<file path="src/hw/uartPkg.sv">
// UART shared definitions
// Register map, widths, interrupt codes, bus and data structs, FSM encodings
package uartPkg;

	typedef logic [7:0] uartByte;
	typedef logic [2:0] regAddr;
	typedef logic [15:0] baudDiv;
	typedef logic [4:0] fifoCount;
	typedef logic [3:0] iirCode;

	// Register offsets, MCR and MSR are reserved and read zero
	localparam regAddr AddrRbrThr = 3'd0;
	localparam regAddr AddrIer = 3'd1;
	localparam regAddr AddrIirFcr = 3'd2;
	localparam regAddr AddrLcr = 3'd3;
	localparam regAddr AddrMcr = 3'd4;
	localparam regAddr AddrLsr = 3'd5;
	localparam regAddr AddrMsr = 3'd6;
	localparam regAddr AddrScr = 3'd7;

	localparam int FifoDepthLog2 = 4;
	localparam int OversampleLog2 = 4;
	localparam baudDiv DivisorReset = 16'd1;

	// IIR identification, bit 0 low means an interrupt is pending
	localparam iirCode IirNone = 4'b0001;
	localparam iirCode IirRls = 4'b0110;
	localparam iirCode IirRda = 4'b0100;
	localparam iirCode IirThre = 4'b0010;

	typedef struct packed {
		logic sel;
		logic enable;
		logic write;
		regAddr addr;
		uartByte wdata;
	} apbReq;

	// Same bit order as LCR[5:0]
	typedef struct packed {
		logic sp;
		logic eps;
		logic pen;
		logic stb;
		logic [1:0] wls;
	} lineCfg;

	typedef struct packed {
		logic fe;
		logic pe;
		uartByte data;
	} rxChar;

	typedef struct packed {
		logic temt;
		logic thre;
		logic fe;
		logic pe;
		logic oe;
		logic dr;
	} lineStatus;

	typedef enum logic [2:0] {TxIdle, TxStart, TxData, TxParity, TxStop} txState;
	typedef enum logic [2:0] {RxIdle, RxStart, RxData, RxParity, RxStop} rxState;

endpackage

</file>
<file path="src/hw/apbUart.sv">
`timescale 1ns/1ps
// APB UART top level
// Connects the register file, baud generator, serial paths and interrupt logic
module apbUart (
	input  logic CLK,
	input  logic iRST,
	input  logic PSEL,
	input  logic PENABLE,
	input  logic PWRITE,
	input  uartPkg::regAddr PADDR,
	input  logic [31:0] PWDATA,
	output logic [31:0] PRDATA,
	output logic PREADY,
	output logic INT,
	input  logic SIN,
	output logic SOUT
);

	uartPkg::apbReq req;
	uartPkg::uartByte rdata;
	uartPkg::lineCfg cfg;
	uartPkg::baudDiv divisor;
	uartPkg::lineStatus status;
	uartPkg::rxChar rxHead;
	uartPkg::fifoCount rxUsage;
	uartPkg::iirCode iir;
	logic [1:0] rxTrigger;
	logic [1:0] rxPushErr;
	logic [3:0] ier;
	logic tick16;
	logic thrWrite;
	logic rbrRead;
	logic iirRead;
	logic ierWrite;
	logic ierWriteEtbei;
	logic txFifoReset;
	logic rxFifoReset;
	logic txEmpty;
	logic txFull;
	logic txBusy;
	logic rxEmpty;
	logic rxFull;
	logic rxPush;

	// Only the low byte of the write data is used
	assign req = '{sel: PSEL, enable: PENABLE, write: PWRITE, addr: PADDR, wdata: PWDATA[7:0]};
	assign PRDATA = {24'b0, rdata};
	assign PREADY = 1'b1;

	uartRegs regs0 (
		.CLK(CLK), .iRST(iRST), .req(req), .rdata(rdata), .cfg(cfg), .divisor(divisor),
		.thrWrite(thrWrite), .rbrRead(rbrRead), .iirRead(iirRead),
		.txFifoReset(txFifoReset), .rxFifoReset(rxFifoReset), .rxTrigger(rxTrigger),
		.ier(ier), .ierWrite(ierWrite), .ierWriteEtbei(ierWriteEtbei),
		.txEmpty(txEmpty), .txFull(txFull), .txBusy(txBusy),
		.rxEmpty(rxEmpty), .rxFull(rxFull), .rxPush(rxPush), .rxPushErr(rxPushErr),
		.rxHead(rxHead), .iir(iir), .status(status)
	);

	uartBaudGen baud0 (.CLK(CLK), .iRST(iRST), .divisor(divisor), .tick16(tick16));

	uartTxPath tx0 (
		.CLK(CLK), .iRST(iRST), .tick16(tick16), .cfg(cfg),
		.thrWrite(thrWrite), .wdata(req.wdata), .fifoReset(txFifoReset),
		.empty(txEmpty), .full(txFull), .busy(txBusy), .SOUT(SOUT)
	);

	uartRxPath rx0 (
		.CLK(CLK), .iRST(iRST), .tick16(tick16), .cfg(cfg), .SIN(SIN),
		.rbrRead(rbrRead), .fifoReset(rxFifoReset), .head(rxHead),
		.empty(rxEmpty), .full(rxFull), .push(rxPush), .pushErr(rxPushErr),
		.usage(rxUsage)
	);

	uartIrq irq0 (
		.CLK(CLK), .iRST(iRST), .ier(ier), .status(status), .rxUsage(rxUsage),
		.rxTrigger(rxTrigger), .thrWrite(thrWrite), .iirRead(iirRead),
		.ierWrite(ierWrite), .ierWriteEtbei(ierWriteEtbei), .iir(iir), .INT(INT)
	);

endmodule

</file>
<file path="src/hw/uartBaudGen.sv">
`timescale 1ns/1ps
// UART baud generator
// Divides the clock by the divisor latch to give the 16x oversample tick
module uartBaudGen (
	input  logic CLK,
	input  logic iRST,
	input  uartPkg::baudDiv divisor,
	output logic tick16
);

	uartPkg::baudDiv count;
	uartPkg::baudDiv divLast;

	always_ff @(posedge CLK or posedge iRST)
	begin
		if (iRST)
		begin
			count <= '0;
			divLast <= uartPkg::DivisorReset;
			tick16 <= 1'b0;
		end
		else
		begin
			divLast <= divisor;
			tick16 <= 1'b0;
			// Zero divisor stops the tick
			if (divisor == '0)
				count <= '0;
			else if (divisor != divLast)
				count <= divisor - 16'd1;
			else if (count == '0)
			begin
				count <= divisor - 16'd1;
				tick16 <= 1'b1;
			end
			else
				count <= count - 16'd1;
		end
	end

endmodule

</file>
<file path="src/hw/uartFifo.sv">
`timescale 1ns/1ps
// UART FIFO
// Register array with read and write pointers, usage count and status flags
module uartFifo #(
	parameter int Width = 8
) (
	input  logic CLK,
	input  logic iRST,
	input  logic clear,
	input  logic push,
	input  logic pop,
	input  logic [Width-1:0] din,
	output logic [Width-1:0] dout,
	output logic empty,
	output logic full,
	output uartPkg::fifoCount usage
);

	logic [Width-1:0] mem [2**uartPkg::FifoDepthLog2];
	logic [uartPkg::FifoDepthLog2-1:0] wrPtr;
	logic [uartPkg::FifoDepthLog2-1:0] rdPtr;
	logic wrEn;
	logic rdEn;

	assign wrEn = push && !full;
	assign rdEn = pop && !empty;
	assign empty = (usage == '0);
	// Count reaches the depth only when every entry is in use
	assign full = usage[uartPkg::FifoDepthLog2];
	assign dout = mem[rdPtr];

	always_ff @(posedge CLK)
	begin
		if (wrEn)
			mem[wrPtr] <= din;
	end

	always_ff @(posedge CLK or posedge iRST)
	begin
		if (iRST)
		begin
			wrPtr <= '0;
			rdPtr <= '0;
			usage <= '0;
		end
		else if (clear)
		begin
			wrPtr <= '0;
			rdPtr <= '0;
			usage <= '0;
		end
		else
		begin
			if (wrEn)
				wrPtr <= wrPtr + 1'b1;
			if (rdEn)
				rdPtr <= rdPtr + 1'b1;
			if (wrEn && !rdEn)
				usage <= usage + 1'b1;
			else if (rdEn && !wrEn)
				usage <= usage - 1'b1;
		end
	end

	// Callers gate their strobes with the flags
	noPushWhenFull: assert property (@(posedge CLK) disable iff (iRST) push |-> !full);
	noPopWhenEmpty: assert property (@(posedge CLK) disable iff (iRST) pop |-> !empty);

endmodule

</file>
<file path="src/hw/uartIrq.sv">
`timescale 1ns/1ps
// UART interrupt controller
// THR empty latch and priority encoding of the pending source into the IIR
module uartIrq (
	input  logic CLK,
	input  logic iRST,
	input  logic [3:0] ier,
	input  uartPkg::lineStatus status,
	input  uartPkg::fifoCount rxUsage,
	input  logic [1:0] rxTrigger,
	input  logic thrWrite,
	input  logic iirRead,
	input  logic ierWrite,
	input  logic ierWriteEtbei,
	output uartPkg::iirCode iir,
	output logic INT
);

	uartPkg::fifoCount trigLevel;
	uartPkg::iirCode nextIir;
	logic threLast;
	logic threLatch;
	logic lsPending;
	logic rdaPending;

	always_comb
	begin
		case (rxTrigger)
			2'd0: trigLevel = 5'd1;
			2'd1: trigLevel = 5'd4;
			2'd2: trigLevel = 5'd8;
			default: trigLevel = 5'd14;
		endcase
	end

	assign lsPending = ier[2] && (status.oe || status.pe || status.fe);
	assign rdaPending = ier[0] && (rxUsage >= trigLevel);

	always_comb
	begin
		if (lsPending)
			nextIir = uartPkg::IirRls;
		else if (rdaPending)
			nextIir = uartPkg::IirRda;
		else if (ier[1] && threLatch)
			nextIir = uartPkg::IirThre;
		else
			nextIir = uartPkg::IirNone;
	end

	always_ff @(posedge CLK or posedge iRST)
	begin
		if (iRST)
		begin
			threLast <= 1'b0;
			threLatch <= 1'b0;
			iir <= uartPkg::IirNone;
			INT <= 1'b0;
		end
		else
		begin
			threLast <= status.thre;
			if ((status.thre && !threLast) || (ierWrite && ierWriteEtbei && status.thre))
				threLatch <= 1'b1;
			else if ((iirRead && (iir == uartPkg::IirThre)) || thrWrite)
				threLatch <= 1'b0;
			iir <= nextIir;
			INT <= (nextIir != uartPkg::IirNone);
		end
	end

endmodule

</file>
<file path="src/hw/uartRegs.sv">
`timescale 1ns/1ps
// UART register file
// APB decode with DLAB banking, configuration registers, sticky line status
// flags and the read data multiplexer
module uartRegs (
	input  logic CLK,
	input  logic iRST,
	input  uartPkg::apbReq req,
	output uartPkg::uartByte rdata,
	output uartPkg::lineCfg cfg,
	output uartPkg::baudDiv divisor,
	output logic thrWrite,
	output logic rbrRead,
	output logic iirRead,
	output logic txFifoReset,
	output logic rxFifoReset,
	output logic [1:0] rxTrigger,
	output logic [3:0] ier,
	output logic ierWrite,
	output logic ierWriteEtbei,
	input  logic txEmpty,
	input  logic txFull,
	input  logic txBusy,
	input  logic rxEmpty,
	input  logic rxFull,
	input  logic rxPush,
	input  logic [1:0] rxPushErr,
	input  uartPkg::rxChar rxHead,
	input  uartPkg::iirCode iir,
	output uartPkg::lineStatus status
);

	uartPkg::uartByte lcr;
	uartPkg::uartByte dll;
	uartPkg::uartByte dlm;
	uartPkg::uartByte scr;
	uartPkg::uartByte rbrLast;
	logic wr;
	logic rd;
	logic dlab;
	logic fcrWrite;
	logic lsrRead;
	logic oeFlag;
	logic peFlag;
	logic feFlag;

	// Access phase of a two-cycle APB transfer
	assign wr = req.sel && req.enable && req.write;
	assign rd = req.sel && req.enable && !req.write;
	assign dlab = lcr[7];

	// THR writes to a full FIFO and RBR reads of an empty one are dropped
	assign thrWrite = wr && (req.addr == uartPkg::AddrRbrThr) && !dlab && !txFull;
	assign rbrRead = rd && (req.addr == uartPkg::AddrRbrThr) && !dlab && !rxEmpty;
	assign ierWrite = wr && (req.addr == uartPkg::AddrIer) && !dlab;
	assign ierWriteEtbei = req.wdata[1];
	assign iirRead = rd && (req.addr == uartPkg::AddrIirFcr);
	assign fcrWrite = wr && (req.addr == uartPkg::AddrIirFcr);
	assign txFifoReset = fcrWrite && req.wdata[2];
	assign rxFifoReset = fcrWrite && req.wdata[1];
	assign lsrRead = rd && (req.addr == uartPkg::AddrLsr);

	assign cfg = uartPkg::lineCfg'(lcr[5:0]);
	assign divisor = {dlm, dll};

	always_ff @(posedge CLK or posedge iRST)
	begin
		if (iRST)
		begin
			lcr <= '0;
			ier <= '0;
			scr <= '0;
			dll <= uartPkg::DivisorReset[7:0];
			dlm <= uartPkg::DivisorReset[15:8];
			rxTrigger <= '0;
			rbrLast <= '0;
		end
		else
		begin
			if (wr && (req.addr == uartPkg::AddrLcr))
				lcr <= req.wdata;
			if (ierWrite)
				ier <= req.wdata[3:0];
			if (wr && (req.addr == uartPkg::AddrScr))
				scr <= req.wdata;
			if (wr && (req.addr == uartPkg::AddrRbrThr) && dlab)
				dll <= req.wdata;
			if (wr && (req.addr == uartPkg::AddrIer) && dlab)
				dlm <= req.wdata;
			if (fcrWrite)
				rxTrigger <= req.wdata[7:6];
			if (rbrRead)
				rbrLast <= rxHead.data;
		end
	end

	// Error flags stick until the LSR is read, a new error wins
	always_ff @(posedge CLK or posedge iRST)
	begin
		if (iRST)
		begin
			oeFlag <= 1'b0;
			peFlag <= 1'b0;
			feFlag <= 1'b0;
		end
		else
		begin
			if (rxPush && rxFull)
				oeFlag <= 1'b1;
			else if (lsrRead)
				oeFlag <= 1'b0;
			if (rxPush && rxPushErr[0])
				peFlag <= 1'b1;
			else if (lsrRead)
				peFlag <= 1'b0;
			if (rxPush && rxPushErr[1])
				feFlag <= 1'b1;
			else if (lsrRead)
				feFlag <= 1'b0;
		end
	end

	always_comb
	begin
		status.dr = !rxEmpty;
		status.oe = oeFlag;
		status.pe = peFlag;
		status.fe = feFlag;
		status.thre = txEmpty;
		status.temt = txEmpty && !txBusy;
	end

	always_comb
	begin
		case (req.addr)
			uartPkg::AddrRbrThr:
				rdata = dlab ? dll : (rxEmpty ? rbrLast : rxHead.data);
			uartPkg::AddrIer:
				rdata = dlab ? dlm : {4'b0000, ier};
			// FIFOs are always enabled
			uartPkg::AddrIirFcr:
				rdata = {4'b1100, iir};
			uartPkg::AddrLcr:
				rdata = lcr;
			uartPkg::AddrLsr:
				rdata = {1'b0, status.temt, status.thre, 1'b0,
					status.fe, status.pe, status.oe, status.dr};
			uartPkg::AddrScr:
				rdata = scr;
			default:
				rdata = '0;
		endcase
	end

	// An APB access phase always follows a setup phase
	apbSetupFirst: assert property (@(posedge CLK) disable iff (iRST)
		(req.sel && req.enable) |-> $past(req.sel && !req.enable));

endmodule

</file>
<file path="src/hw/uartRxPath.sv">
`timescale 1ns/1ps
// UART receive path
// SIN synchroniser, mid-bit sampling frame receiver with parity and stop
// checks, and the RX FIFO
module uartRxPath (
	input  logic CLK,
	input  logic iRST,
	input  logic tick16,
	input  uartPkg::lineCfg cfg,
	input  logic SIN,
	input  logic rbrRead,
	input  logic fifoReset,
	output uartPkg::rxChar head,
	output logic empty,
	output logic full,
	output logic push,
	output logic [1:0] pushErr,
	output uartPkg::fifoCount usage
);

	uartPkg::rxState state;
	uartPkg::uartByte shifter;
	uartPkg::rxChar charReg;
	logic [uartPkg::OversampleLog2-1:0] tickCnt;
	logic [2:0] bitCnt;
	logic sinMeta;
	logic sinSync;
	logic parAcc;
	logic peFlag;
	logic parityExp;
	logic midBit;
	logic lastData;
	logic fifoPush;

	// A completed character is dropped when the FIFO has no room
	assign fifoPush = push && !full;
	assign pushErr = {charReg.fe, charReg.pe};

	uartFifo #(.Width($bits(uartPkg::rxChar))) rxFifo (
		.CLK(CLK), .iRST(iRST), .clear(fifoReset),
		.push(fifoPush), .pop(rbrRead), .din(charReg), .dout(head),
		.empty(empty), .full(full), .usage(usage)
	);

	// Eighth tick of each bit
	assign midBit = tick16 && !tickCnt[uartPkg::OversampleLog2-1]
		&& (&tickCnt[uartPkg::OversampleLog2-2:0]);
	assign lastData = (bitCnt == (3'd4 + {1'b0, cfg.wls}));
	assign parityExp = cfg.sp ? !cfg.eps : (parAcc ^ !cfg.eps);

	always_ff @(posedge CLK or posedge iRST)
	begin
		if (iRST)
		begin
			sinMeta <= 1'b1;
			sinSync <= 1'b1;
		end
		else
		begin
			sinMeta <= SIN;
			sinSync <= sinMeta;
		end
	end

	always_ff @(posedge CLK)
	begin
		if (midBit && (state == uartPkg::RxData))
			shifter <= {sinSync, shifter[7:1]};
		// Short words arrive in the upper bits and are right aligned here
		if (midBit && (state == uartPkg::RxStop))
			charReg <= '{fe: !sinSync, pe: peFlag, data: shifter >> (2'd3 - cfg.wls)};
	end

	always_ff @(posedge CLK or posedge iRST)
	begin
		if (iRST)
		begin
			state <= uartPkg::RxIdle;
			tickCnt <= '0;
			bitCnt <= '0;
			parAcc <= 1'b0;
			peFlag <= 1'b0;
			push <= 1'b0;
		end
		else
		begin
			push <= 1'b0;
			if (tick16)
				tickCnt <= tickCnt + 1'b1;
			case (state)
				uartPkg::RxIdle:
				begin
					if (!sinSync)
					begin
						state <= uartPkg::RxStart;
						tickCnt <= '0;
					end
				end
				uartPkg::RxStart:
				begin
					// A glitch shorter than half a bit aborts the frame
					if (midBit)
					begin
						state <= sinSync ? uartPkg::RxIdle : uartPkg::RxData;
						bitCnt <= '0;
						parAcc <= 1'b0;
						peFlag <= 1'b0;
					end
				end
				uartPkg::RxData:
				begin
					if (midBit)
					begin
						parAcc <= parAcc ^ sinSync;
						bitCnt <= bitCnt + 1'b1;
						if (lastData)
							state <= cfg.pen ? uartPkg::RxParity : uartPkg::RxStop;
					end
				end
				uartPkg::RxParity:
				begin
					if (midBit)
					begin
						peFlag <= (sinSync != parityExp);
						state <= uartPkg::RxStop;
					end
				end
				uartPkg::RxStop:
				begin
					if (midBit)
					begin
						push <= 1'b1;
						state <= uartPkg::RxIdle;
					end
				end
				default:
					state <= uartPkg::RxIdle;
			endcase
		end
	end

	// Line settings hold while a frame is in flight
	cfgStableInFrame: assert property (@(posedge CLK) disable iff (iRST)
		(state != uartPkg::RxIdle) |-> $stable(cfg));

endmodule

</file>
<file path="src/hw/uartTxPath.sv">
`timescale 1ns/1ps
// UART transmit path
// TX FIFO feeding a frame serializer with parity and 1 or 2 stop bits
module uartTxPath (
	input  logic CLK,
	input  logic iRST,
	input  logic tick16,
	input  uartPkg::lineCfg cfg,
	input  logic thrWrite,
	input  uartPkg::uartByte wdata,
	input  logic fifoReset,
	output logic empty,
	output logic full,
	output logic busy,
	output logic SOUT
);

	uartPkg::txState state;
	uartPkg::uartByte fifoHead;
	uartPkg::uartByte shifter;
	logic [uartPkg::OversampleLog2-1:0] tickCnt;
	logic [2:0] bitCnt;
	logic parAcc;
	logic parityBit;
	logic bitEnd;
	logic lastData;
	logic lastStop;
	logic pop;

	uartFifo #(.Width(8)) txFifo (
		.CLK(CLK), .iRST(iRST), .clear(fifoReset),
		.push(thrWrite), .pop(pop), .din(wdata), .dout(fifoHead),
		.empty(empty), .full(full), .usage()
	);

	assign bitEnd = tick16 && (tickCnt == '1);
	assign lastData = (bitCnt == (3'd4 + {1'b0, cfg.wls}));
	assign lastStop = !cfg.stb || bitCnt[0];
	// Stick parity overrides the computed value
	assign parityBit = cfg.sp ? !cfg.eps : ((parAcc ^ shifter[0]) ^ !cfg.eps);
	// Back to back frames pop at the end of the last stop bit
	assign pop = !empty && ((state == uartPkg::TxIdle)
		|| ((state == uartPkg::TxStop) && bitEnd && lastStop));
	assign busy = (state != uartPkg::TxIdle);

	always_ff @(posedge CLK)
	begin
		if (pop)
			shifter <= fifoHead;
		else if (bitEnd && (state == uartPkg::TxData) && !lastData)
			shifter <= shifter >> 1;
	end

	always_ff @(posedge CLK or posedge iRST)
	begin
		if (iRST)
		begin
			state <= uartPkg::TxIdle;
			tickCnt <= '0;
			bitCnt <= '0;
			parAcc <= 1'b0;
			SOUT <= 1'b1;
		end
		else
		begin
			if (tick16)
				tickCnt <= tickCnt + 1'b1;
			if (pop)
			begin
				state <= uartPkg::TxStart;
				tickCnt <= '0;
				SOUT <= 1'b0;
			end
			else if (bitEnd)
			begin
				case (state)
					uartPkg::TxStart:
					begin
						state <= uartPkg::TxData;
						bitCnt <= '0;
						parAcc <= 1'b0;
						SOUT <= shifter[0];
					end
					uartPkg::TxData:
					begin
						if (lastData)
						begin
							bitCnt <= '0;
							state <= cfg.pen ? uartPkg::TxParity : uartPkg::TxStop;
							SOUT <= cfg.pen ? parityBit : 1'b1;
						end
						else
						begin
							bitCnt <= bitCnt + 1'b1;
							parAcc <= parAcc ^ shifter[0];
							SOUT <= shifter[1];
						end
					end
					uartPkg::TxParity:
					begin
						state <= uartPkg::TxStop;
						SOUT <= 1'b1;
					end
					uartPkg::TxStop:
					begin
						if (lastStop)
							state <= uartPkg::TxIdle;
						else
							bitCnt <= bitCnt + 1'b1;
					end
					default:
						state <= uartPkg::TxIdle;
				endcase
			end
		end
	end

endmodule

</file>
<file path="config.mk">
export PLATFORM = sky130hd
export DESIGN_NAME = apbUart
export DESIGN_NICKNAME = d
export VERILOG_FILES = /design/src/hw/uartPkg.sv /design/src/hw/apbUart.sv /design/src/hw/uartBaudGen.sv /design/src/hw/uartFifo.sv /design/src/hw/uartIrq.sv /design/src/hw/uartRegs.sv /design/src/hw/uartRxPath.sv /design/src/hw/uartTxPath.sv
export SDC_FILE = /design/constraint.sdc
export NUM_CORES = 1
export LEC_CHECK = 0
export ABC_AREA = 1
export ABC_CLOCK_PERIOD_IN_PS = 7000
export BUFFER_PORTS_ARGS = -buffer_cell sky130_fd_sc_hd__buf_2
export CORE_MARGIN = 2
export CORE_UTILIZATION = 40
export DETAILED_ROUTE_END_ITERATION = 10
export PLACE_DENSITY = 0.54
export SYNTH_ARGS = -nofsm -noshare
export SYNTH_HDL_FRONTEND = slang
export SYNTH_SLANG_ARGS = --single-unit
</file>
<file path="constraint.sdc">
create_clock -name CLK -period 7 [get_ports CLK]
set_input_delay 0.7 -clock CLK [delete_from_list [all_inputs] [get_ports CLK]]
set_output_delay 0.7 -clock CLK [all_outputs]
set_load 0.05 [all_outputs]
</file>
==> results_dict.tcl, run 1 <==
set metrics [dict create \
    status "finished clean" \
    synthesis.yosys.warnings 0 \
    root_buffer "sky130_fd_sc_hd__clkbuf_16" \
    worst_ep_arrival_time_ns 3.81 \
    detailedRoute.firstPassIterationCount 6 \
    setup_viol 0 \
    tightestPinTransition_ns 1.13 \
    wp_data_required_ns 6.30 \
    cts_inserted_buffers 46 \
    rsz0062_at_grt "no" \
    initial_core_util_pct 40.3 \
    detail_route.drc_violations 0 \
    reg2reg_slack_ns 4.03 \
    crit_chain "clkinv_1 > o211ai_1 > nand3_1 > nand2_1 > nand2_1 > o21ai_1 > o21ai_0 > nand2_1 > buf_2" \
    crit_family "buffers and inverters" \
    globalRoute.totalOverflow 0 \
    maxClockFrequency_mhz 222 \
    timing.final.crit_share_pct 64.4 \
    die_h_um 223 \
    layout.nets 1880 \
    vias 12808 \
    finalCriticalPeriod_ns 4.51 \
    post_drt_wl_per_cell_um 18.0 \
    critical-path-max-stage-delay_ns 0.93 \
    cts_hold_buf 0 \
    floorplan.io_pins 76 \
    area_delta_synth_final_pct 10.6 \
    ant_nets 0 \
    comb_power_share_pct 21.0 \
    ys_async_sr_fraction_pct 33.3 \
    rows 80 \
    crit_top_cell "sky130_fd_sc_hd__nand2_1" \
    grt_pass1_wl_um 70000 \
    power.clock.fraction_pct 34.4 \
    cts.clk_slew.worst_paths_ns 0.06 \
    antenna_found_initial 0 \
    grt_util_overall_pct 18.0 \
    synth.cell_area_um2 19200 \
    worst_slew_margin_rel_pct 24.8 \
    clock-skew-final_ns 0.0295 \
    netSwitchingPower_uw 2210 \
    worst_hold_margin_ns 0.217 \
    vias_per_cell 5.20 \
    cell_internal_pwr_uw 4710 \
    ys_top_cells_by_area "sky130_fd_sc_hd__edfxtp_1 (44%), sky130_fd_sc_hd__dfrtp_1 (18%), sky130_fd_sc_hd__nand2_1 (5.3%)" \
    slowest_stage "sky130_fd_sc_hd__dfrtp_1" \
    layout.core_utilization_pct 44.5 \
    part_of_the_yosys_area_used_for_sequential_elements_pct 62.7 \
    post_route_cells_drive_above_1_share_pct 9.84 \
    clock_latency_on_the_worst_skew_pair_ns 0.58 \
    cts_tree "built" \
    synth_top_cells_by_count "sky130_fd_sc_hd__edfxtp_1 (282), sky130_fd_sc_hd__nand2_1 (268), sky130_fd_sc_hd__nor2_1 (237)" \
    yosysTopAreaCellShare_pct 44.2 \
    path_class "reg2out" \
    critical_path.reg2reg.endpoint "tx0.shifter[0]" \
    post_cts_buffers 0 \
    power.ir.vdd_worst_uv 149 \
    core_region_area_um2 47500 \
    synth_edf_count 282 \
    setup.worst_path.end_class "output port" \
    reg2regPathDepth 7 \
    grt_start_max_net_pins 76 \
    cp_num_buf_inv 2 \
    drt-total-wl_um 44500 \
    count_of_endpoints_failing_hold_in_the_final_timing_report 0 \
    hp-class "in2async" \
    drtIter0Drc 1077 \
    clock_tree_sinks 423 \
    max_cap_viol_count 0 \
    power.sequential.fraction_pct 44.6 \
    die_area_um2 49600 \
    synthFlopType "sky130_fd_sc_hd__edfxtp_1" \
    totalNegativeSetupSlack_ns 0 \
    ctsHtreeMaxLevel 2 \
    postSynthAreaPerCell_um2 10.6 \
    first_global_vias 12189 \
    postSynthRegisterBits 423 \
    chipWidth_um 223 \
    replace_congestion 0.804 \
    place_hpwl_um 28800 \
    postCtsResizedCells 0 \
    layout.filler_cells 4411 \
    timing.critical_path.from "rx0.rxFifo.rdPtr[2]" \
    port_buffers 26 \
    synthDominantAreaCellType "sky130_fd_sc_hd__edfxtp_1" \
    pwr_density_cell_nw_per_um2 327 \
    crit-reg2reg-launch "tx0.txFifo.rdPtr[0]" \
    synthesis.instances 1803 \
    n_antenna_cell 0 \
    clock_path_buffers 3 \
    synth.most_common_cell "sky130_fd_sc_hd__edfxtp_1" \
    power.static_leakage_uw 0.00816 \
    cp_max_fo 19 \
    yosys.cell_types.count 56 \
    timing_max_transition_violations_final 0 \
    power.switching_fraction_pct 31.9 \
    timing.critical_path.from_type "flip-flop" \
]
-- worst register-to-register path, stage by stage (launching register included) --
cell                       delay (ns)
sky130_fd_sc_hd__dfrtp_2         0.34
sky130_fd_sc_hd__buf_4           0.63
sky130_fd_sc_hd__inv_1           0.59
sky130_fd_sc_hd__buf_4           0.39
sky130_fd_sc_hd__nor2_1          0.14
sky130_fd_sc_hd__o32ai_1         0.12
sky130_fd_sc_hd__o211ai_1        0.35
sky130_fd_sc_hd__a31oi_1         0.14
-- placed cells by master (no fill, tap or decap), types with 27 or more instances in the layout --
master / netlist / layout
sky130_fd_sc_hd__nor2_1: 237 / 237
sky130_fd_sc_hd__xor2_1: 31 / 31
sky130_fd_sc_hd__nand2_1: 268 / 268
sky130_fd_sc_hd__o211ai_1: 51 / 51
sky130_fd_sc_hd__nand3_1: 54 / 54
sky130_fd_sc_hd__dfrtp_1: 135 / 132
sky130_fd_sc_hd__edfxtp_1: 282 / 282
sky130_fd_sc_hd__a21oi_1: 51 / 51
sky130_fd_sc_hd__clkbuf_16: 0 / 46
sky130_fd_sc_hd__inv_2: 27 / 27
sky130_fd_sc_hd__o21ai_0: 186 / 186
sky130_fd_sc_hd__inv_1: 130 / 129
-- per-stage QoR --
| step | setup WS [ns] | power, uW | cell area, um2 | cells |
|---|---|---|---|---|
| global route | 2.31 | 7280 | 21200 | 2464 |
| global placement | 3.13 | 4560 | 19700 | 2379 |
| floorplan | 2.53 | 4170 | 19200 | 1826 |
| finish | 2.49 | 6910 | 21200 | 2464 |
| detailed placement | 3.10 | 4590 | 19700 | 2379 |
| CTS | 2.47 | 6970 | 21200 | 2464 |
-- worst max-delay path by stage --
| stage | to | slack, ns | cells after the start |
|---|---|---|---|
| 2_1_floorplan | baud0.count[0] | 2.53 | 1 |
| 3_3_place_gp | PRDATA[6] | 3.13 | 9 |
| 3_5_place_dp | PRDATA[6] | 3.10 | 9 |
| 4_1_cts | PRDATA[6] | 2.47 | 9 |
| 5_1_grt | PRDATA[6] | 2.31 | 9 |
| 6_report | PRDATA[6] | 2.49 | 9 |
-- layer usage --
| layer | vias up | part of all wire [%] | global-route usage, % |
|---|---|---|---|
| met4 | 0 | 1.6 | 4.50 |
| met1 | 6276 | 49 | 26.8 |
| met5 | - | 0 | 0 |
| li1 | 6225 | - | - |
| met3 | 48 | 4.5 | 3.40 |
| met2 | 259 | 45 | 27.2 |
-- logic make-up (layout without fill, tap and decap cells) --
kind of cell,count (synthesis),in the layout,synth area share [%]
AND/OR/NAND/NOR,641,641,14.6
other,2,25,0.0392
multiplexers,25,25,1.31
flip-flops,423,423,62.7
AO/OA/AOI/OAI,381,381,11.6
adder cells (fa/ha/maj),27,27,1.80
XOR/XNOR,49,49,2.24
buffers and inverters,255,278,5.71
-- cell type report --
type                    instances  area, um2  share of cell area, %
clock buffers                  64       1270                   5.99
clock inverters                21        203                  0.957
inverters                     161        609                   2.88
multi-input cells            1148       6140                   29.0
flip-flops and latches        423      12000                   56.7
well taps                     615        769                   3.63
repair buffers                 32        175                  0.827
-- flip-flops by register name (all words and copies together), names as in the netlist, 5 cells and up --
signal / cells
regs0.rbrLast: 8
tx0.txFifo.mem: 128
rx0.rxFifo.mem: 128
rx0.shifter: 8
rx0.rxFifo.usage: 5
regs0.lcr: 8
tx0.shifter: 8
regs0.dll: 8
regs0.scr: 8
baud0.count: 16
tx0.txFifo.usage: 5
baud0.divLast: 16
regs0.dlm: 8
rx0.charReg: 8
-- power groups by stage --
stage | registers, uW | clock network, uW | logic, uW
detailed placement | 3140 | 0 | 1450
floorplan | 3000 | 0 | 1170
finish | 3090 | 2380 | 1450
global route | 3110 | 2540 | 1630
CTS | 3090 | 2430 | 1460
global placement | 3130 | 0 | 1430
No activity file was read; power rests on OpenSTA's default activity.
==> run 2, diff against run 1 <==
ABC_AREA = 0   (was 1)
ABC_CLOCK_PERIOD_IN_PS = 3700   (was 7000)
PLACE_DENSITY = 0.56   (was 0.54)
clock period = 3.7 ns   (was 7 ns; I/O delays follow)
==> run 2 against run 1 <==
  * Hold slack improved by 0.042 ns
  * Register-to-register slack got worse by 3.3 ns
  * Count of clock-buffer cells in the layout shrank 4
  * Via count fell by 18%
  * Critical endpoint is now PRDATA[5]
  * Largest cell class unchanged
==> results_dict.tcl, run 2 <==
set metrics [dict create \
    chipWidth_um 220 \
    area_delta_synth_final_pct 12.3 \
    timing.critical_path.from_type "flip-flop" \
    power.ir.vdd_worst_uv 376 \
    drtIter0Drc 828 \
    comb_power_share_pct 9.1 \
    wp_data_required_ns 3.33 \
    synthFlopType "sky130_fd_sc_hd__edfxtp_1" \
    max_cap_viol_count 0 \
    post_route_cells_drive_above_1_share_pct 19.1 \
    vias_per_cell 5.40 \
    count_of_endpoints_failing_hold_in_the_final_timing_report 0 \
    synthDominantAreaCellType "sky130_fd_sc_hd__edfxtp_1" \
    clock_tree_sinks 423 \
    slowest_stage "sky130_fd_sc_hd__dfrtp_1" \
    clock_path_buffers 3 \
    power.switching_fraction_pct 24.8 \
    path_class "reg2out" \
    pwr_density_cell_nw_per_um2 531 \
    synth_edf_count 282 \
    finalCriticalPeriod_ns 3.61 \
    vias 10545 \
    n_antenna_cell 0 \
    hp-class "in2reg" \
    place_hpwl_um 26200 \
    cp_num_buf_inv 1 \
    setup.worst_path.end_class "output port" \
    ctsHtreeMaxLevel 2 \
    timing_max_transition_violations_final 0 \
    yosysTopAreaCellShare_pct 45.4 \
    ant_nets 0 \
    worst_ep_arrival_time_ns 3.24 \
    detail_route.drc_violations 0 \
    synth.most_common_cell "sky130_fd_sc_hd__edfxtp_1" \
    worst_hold_margin_ns 0.259 \
    core_region_area_um2 46400 \
    yosys.cell_types.count 64 \
    globalRoute.totalOverflow 0 \
    setup_viol 0 \
    detailedRoute.firstPassIterationCount 5 \
    power.static_leakage_uw 0.00755 \
    layout.nets 1379 \
    die_h_um 220 \
    totalNegativeSetupSlack_ns 0 \
    replace_congestion 0.794 \
    cts_tree "built" \
    antenna_found_initial 0 \
    synth_top_cells_by_count "sky130_fd_sc_hd__edfxtp_1 (282), sky130_fd_sc_hd__dfrtp_1 (135), sky130_fd_sc_hd__nor2_1 (98)" \
    worst_slew_margin_rel_pct 36.7 \
    layout.cells.most_common "sky130_fd_sc_hd__edfxtp_1" \
    first_global_vias 10590 \
    drt-total-wl_um 40700 \
    port_buffers 26 \
    critical-path-max-stage-delay_ns 0.84 \
    die_area_um2 48400 \
    ys_async_sr_fraction_pct 33.3 \
    tightestPinTransition_ns 0.946 \
    cts.clk_slew.worst_paths_ns 0.06 \
    cell_internal_pwr_uw 8370 \
    netSwitchingPower_uw 2760 \
    postSynthRegisterBits 423 \
    rows 79 \
    synthesis.yosys.warnings 0 \
    initial_core_util_pct 40.3 \
    postSynthAreaPerCell_um2 14.6 \
    timing.final.crit_share_pct 97.4 \
    post_drt_wl_per_cell_um 20.9 \
    status "finished clean" \
    layout_top_registers "rx0.rxFifo.mem: 128 flops, tx0.txFifo.mem: 128 flops" \
    synthesis.instances 1276 \
    root_buffer "sky130_fd_sc_hd__clkbuf_16" \
    grt_util_overall_pct 17.1 \
    crit_chain "mux4_2 > mux2i_1 > nand2_1 > o21ai_0 > o311ai_0 > buf_2" \
    maxClockFrequency_mhz 277 \
    clock_latency_on_the_worst_skew_pair_ns 0.59 \
    cts_inserted_buffers 45 \
    clock-skew-final_ns 0.0255 \
    crit_family "compound AO/OA/AOI/OAI gates" \
    ys_top_cells_by_area "sky130_fd_sc_hd__edfxtp_1 (45%), sky130_fd_sc_hd__dfrtp_1 (18%), sky130_fd_sc_hd__mux4_2 (8.1%)" \
    floorplan.io_pins 76 \
    power.sequential.fraction_pct 49.9 \
    final_cell_mix "sky130_fd_sc_hd__edfxtp_1 (282), sky130_fd_sc_hd__dfrtp_1 (133), sky130_fd_sc_hd__nor2_1 (97)" \
    grt_start_max_net_pins 116 \
    rsz0062_at_grt "no" \
    part_of_the_yosys_area_used_for_sequential_elements_pct 64.3 \
    synth.cell_area_um2 18700 \
    power.clock.fraction_pct 41.0 \
    grt_pass1_wl_um 62600 \
    cp_max_fo 14 \
]
run 2: changes by cell type after synthesis, moves of 43 or more:
cell / before / now
sky130_fd_sc_hd__nor2_1: 237 / 98
sky130_fd_sc_hd__inv_1: 130 / 23
sky130_fd_sc_hd__mux2_2: 0 / 43
sky130_fd_sc_hd__nand3_1: 54 / 9
sky130_fd_sc_hd__nand2_1: 268 / 65
sky130_fd_sc_hd__mux4_2: 0 / 67
sky130_fd_sc_hd__o21ai_0: 186 / 52
sky130_fd_sc_hd__o211ai_1: 51 / 3
run 2: what timing repair did:
item | 4_1_cts | 5_1_grt
pin swaps | 0 | 0
gates resized for setup | 1 | 0
endpoints found under the setup margin | 7 | 7
hold buffers | 2 | 0
buffers inserted | 0 | 1
hold endpoints to repair | 25 | 0
run 2: cells by family after synthesis:
family | after synthesis | share of synthesized area, %
AOI/OAI and AO/OA | 172 | 6.10
xor gates and xnor gates | 72 | 3.48
and+or+nand+nor | 324 | 8.93
buffers and inverters | 116 | 3.02
DFF | 423 | 64.3
muxes | 140 | 12.3
adders and majority gates | 27 | 1.85
other | 2 | 0.0402
run 2: through the flow:
stage                     area [um2]  setup WS [ns]  total power, uW  util (%)  instances
after floorplan                18800          0.216             6380         -       1299
after global placement         19400          0.508             6640      41.9       1868
after detailed placement       19400          0.503             6660      41.9       1868
after CTS                      21000         0.0362            11200      45.2       1953
after global routing           21000        0.00482            11600      45.2       1954
final                          21000         0.0945            11100      45.2       1954
run 2: worst register-to-register path, delay by kind of cell, from the launching register on:
kind	cells	cell delay (ns)
simple gates	4	1.66
compound gates	3	0.46
flops	1	0.37
fa+ha+maj	1	0.30
buf+inv	1	0.07
run 2: metal layers:
metal | up-vias | wire length (um) | global-route usage, %
li1 | 4852 | - | -
met1 | 5435 | 18300 | 23.3
met2 | 193 | 19700 | 28.1
met3 | 65 | 1820 | 3.22
met4 | 0 | 957 | 5.06
met5 | - | 0 | 0
run 2: worst paths after layout:
| kind | from | to | slack (ns) | cells after the start |
|---|---|---|---|---|
| setup / recovery | rx0.rxFifo.rdPtr[2] | PRDATA[5] | 0.09 | 6 |
| hold / removal | PWDATA[0] | regs0.dll[0] | 0.26 | 3 |
| setup reg to reg | regs0.lcr[7] | rx0.rxFifo.usage[4] | 0.76 | 9 |
| hold reg to reg | rx0.sinMeta | rx0.sinSync | 0.40 | 0 |
| max in group asynchronous | iRST | tx0.txFifo.rdPtr[0] | 2.17 | 4 |
| min in group asynchronous | iRST | rx0.parAcc | 0.47 | 3 |
run 2: power by group through the flow:
stage	clock [uW]	sequential (uW)	combinational (uW)
floorplan	0	5520	859
global placement	0	5640	997
detailed placement	0	5650	1010
CTS	4670	5560	1020
global route	4860	5600	1110
finish	4570	5560	1010
run 2: cell type report:
cell class	instances	area, um2
clock buffer	60	1200
clock inverter	23	300
fill	4087	25400
inverter	23	90.1
multi-input combinational	760	6200
sequential	423	12000
tap	607	759
timing repair buffer	58	408
==> run 3, diff against run 2 <==
CAP_MARGIN = 20   (was not set)
CORE_UTILIZATION = 41   (was 40)
PLACE_DENSITY = 0.57   (was 0.56)
==> run 3 against run 2 <==
  * Via count shrank 0.23%
  * Clock skew shrank 0.0024 ns
  * Flip-flop and latch count is the same
  * Non-clock buffer count grew 7
  * Critical path depth is the same
  * Combinational power is essentially flat
  * Sequential share of layout area is essentially flat
  * Fmax grew 2.2%
  * Final cell count is essentially flat
  * Register-to-register slack is essentially flat
  * Power shrank 1.3%
  * Highest routed layer unchanged
==> results_dict.tcl, run 3 (synthesis gave the netlist of run 2 again) <==
set metrics [dict create \
    worst_slew_margin_rel_pct 37.5 \
    die_h_um 217 \
    root_buffer "sky130_fd_sc_hd__clkbuf_16" \
    rsz0062_at_grt "no" \
    crit_chain "mux4_2 > mux2i_1 > nand2_1 > o21ai_0 > o311ai_0 > buf_2" \
    power.static_leakage_uw 0.00756 \
    path_depth 6 \
    crit-reg2reg-launch "regs0.lcr[7]" \
    antenna_found_initial 0 \
    vias_per_cell 5.38 \
    cp_max_fo 14 \
    core_region_area_um2 45200 \
    path_class "reg2out" \
    pwr_density_cell_nw_per_um2 524 \
    wp_data_required_ns 3.33 \
    holdPathEnd "regs0.rxTrigger[1]" \
    detail_route.drc_violations 0 \
    totalNegativeSetupSlack_ns 0 \
    chipWidth_um 217 \
    max_cap_viol_count 0 \
    clock_latency_on_the_worst_skew_pair_ns 0.57 \
    cp_num_buf_inv 1 \
    setup_viol 0 \
    ctsHtreeMaxLevel 2 \
    layout_top_registers "rx0.rxFifo.mem: 128 flops, tx0.txFifo.mem: 128 flops" \
    worst_hold_margin_ns 0.253 \
    maxClockFrequency_mhz 284 \
    cts_tree "built" \
    critical_path.reg2reg.endpoint "rx0.rxFifo.usage[4]" \
    status "finished clean" \
    reg2regPathDepth 9 \
    layout.nets 1386 \
    power.ir.vdd_worst_uv 359 \
    worst_ep_arrival_time_ns 3.16 \
    replace_congestion 0.799 \
    area_delta_synth_final_pct 12.3 \
    initial_core_util_pct 41.3 \
    first_global_vias 10604 \
    rows 78 \
    n_antenna_cell 0 \
    reg2reg_slack_ns 0.76 \
    clock-skew-final_ns 0.0231 \
    tightestPinTransition_ns 0.935 \
    grt_pass1_wl_um 62800 \
    finalCriticalPeriod_ns 3.53 \
    post_route_cells_drive_above_1_share_pct 19.4 \
    setup.worst_path.end_class "output port" \
    drtIter0Drc 770 \
    layout.cells.most_common "sky130_fd_sc_hd__edfxtp_1" \
    post_drt_wl_per_cell_um 20.6 \
    layout.filler_cells 3976 \
    count_of_endpoints_failing_hold_in_the_final_timing_report 0 \
    die_area_um2 47300 \
    timing.final.crit_share_pct 95.3 \
    floorplan.io_pins 76 \
    hold_path_startpoint "PWDATA[7]" \
    hold_depth 3 \
    timing_max_transition_violations_final 0 \
    timing.critical_path.from_type "flip-flop" \
    cts.clk_slew.worst_paths_ns 0.06 \
    grt_util_overall_pct 17.5 \
    ant_nets 0 \
    clock_path_buffers 3 \
    cts_inserted_buffers 45 \
    slowest_stage "sky130_fd_sc_hd__dfrtp_1" \
    place_hpwl_um 26000 \
    globalRoute.totalOverflow 0 \
    detailedRoute.firstPassIterationCount 5 \
    clock_tree_sinks 423 \
    hp-class "in2reg" \
    grt_start_max_net_pins 95 \
    vias 10521 \
    crit_family "flip-flops" \
    port_buffers 26 \
    critical-path-max-stage-delay_ns 0.84 \
    drt-total-wl_um 40300 \
    final_cell_mix "sky130_fd_sc_hd__edfxtp_1 (282), sky130_fd_sc_hd__dfrtp_1 (133), sky130_fd_sc_hd__nor2_1 (97)" \
]
==> run 3: changes by cell type in the layout (fill, tap and decap cells not counted), moves of 2 or more <==
cell	previous run	this run
sky130_fd_sc_hd__inv_6	0	2
sky130_fd_sc_hd__clkbuf_1	13	9
sky130_fd_sc_hd__clkinv_1	1	7
sky130_fd_sc_hd__clkinv_2	10	6
sky130_fd_sc_hd__bufinv_16	5	3
sky130_fd_sc_hd__buf_4	27	34
sky130_fd_sc_hd__clkbuf_8	2	4
==> run 3: tightest hold or removal path, cell delays in order <==
cell and delay, ns:
sky130_fd_sc_hd__buf_2 0.23, sky130_fd_sc_hd__nand2_1 0.10, sky130_fd_sc_hd__o21ai_0 0.07
==> run 3: timing repair <==
action,in CTS,in global routing
gates cloned,0,0
hold endpoints to repair,12,0
endpoints found under the setup margin,1,1
gates resized for setup,1,0
hold buffers,2,0
setup buffers,0,7
==> run 3: metal layers <==
metal	track usage (%)	part of all wire (%)
met5	0	0
met4	4.47	1.9
met3	2.88	4.0
met2	28.2	48
met1	24.7	46
==> run 3: worst max-delay path by stage <==
stage,startpoint,endpoint,slack (ns)
after CTS,rx0.rxFifo.rdPtr[0],PRDATA[3],0.14
after floorplan,rx0.rxFifo.rdPtr[1],PRDATA[5],0.22
after global placement,rx0.rxFifo.rdPtr[0],PRDATA[0],0.63
final,rx0.rxFifo.rdPtr[2],PRDATA[5],0.17
after detailed placement,rx0.rxFifo.rdPtr[0],PRDATA[3],0.62
after global routing,rx0.rxFifo.rdPtr[2],PRDATA[7],0.07
==> run 3: power by group <==
group	switching, uW	total (uW)	leakage, uW	internal (uW)
clock network	1870	4420	0.000698	2550
registers	305	5560	0.00436	5260
logic	561	1010	0.00250	448
==> run 3: final cells by class <==
type	instances	area, um2	share of cell area (%)
Clock buffer	58	1210	5.79
Inverter	23	90.1	0.430
Clock inverter	26	243	1.16
Tap cell	600	751	3.58
Multi-Input combinational cell	760	6200	29.5
Timing Repair Buffer	65	465	2.22
Sequential cell	423	12000	57.3
==> run 3: per-stage QoR <==
step                      utilization (%)  setup WS [ns]  cell area [um2]  instances  power, uW
after detailed placement             43.0          0.621            19400       1862       6670
after global routing                 46.4         0.0729            21000       1955      11500
after floorplan                         -          0.216            18800       1299       6380
after global placement               43.0          0.633            19400       1862       6640
final                                46.4          0.173            21000       1955      11000
after CTS                            46.3          0.142            20900       1948      11100
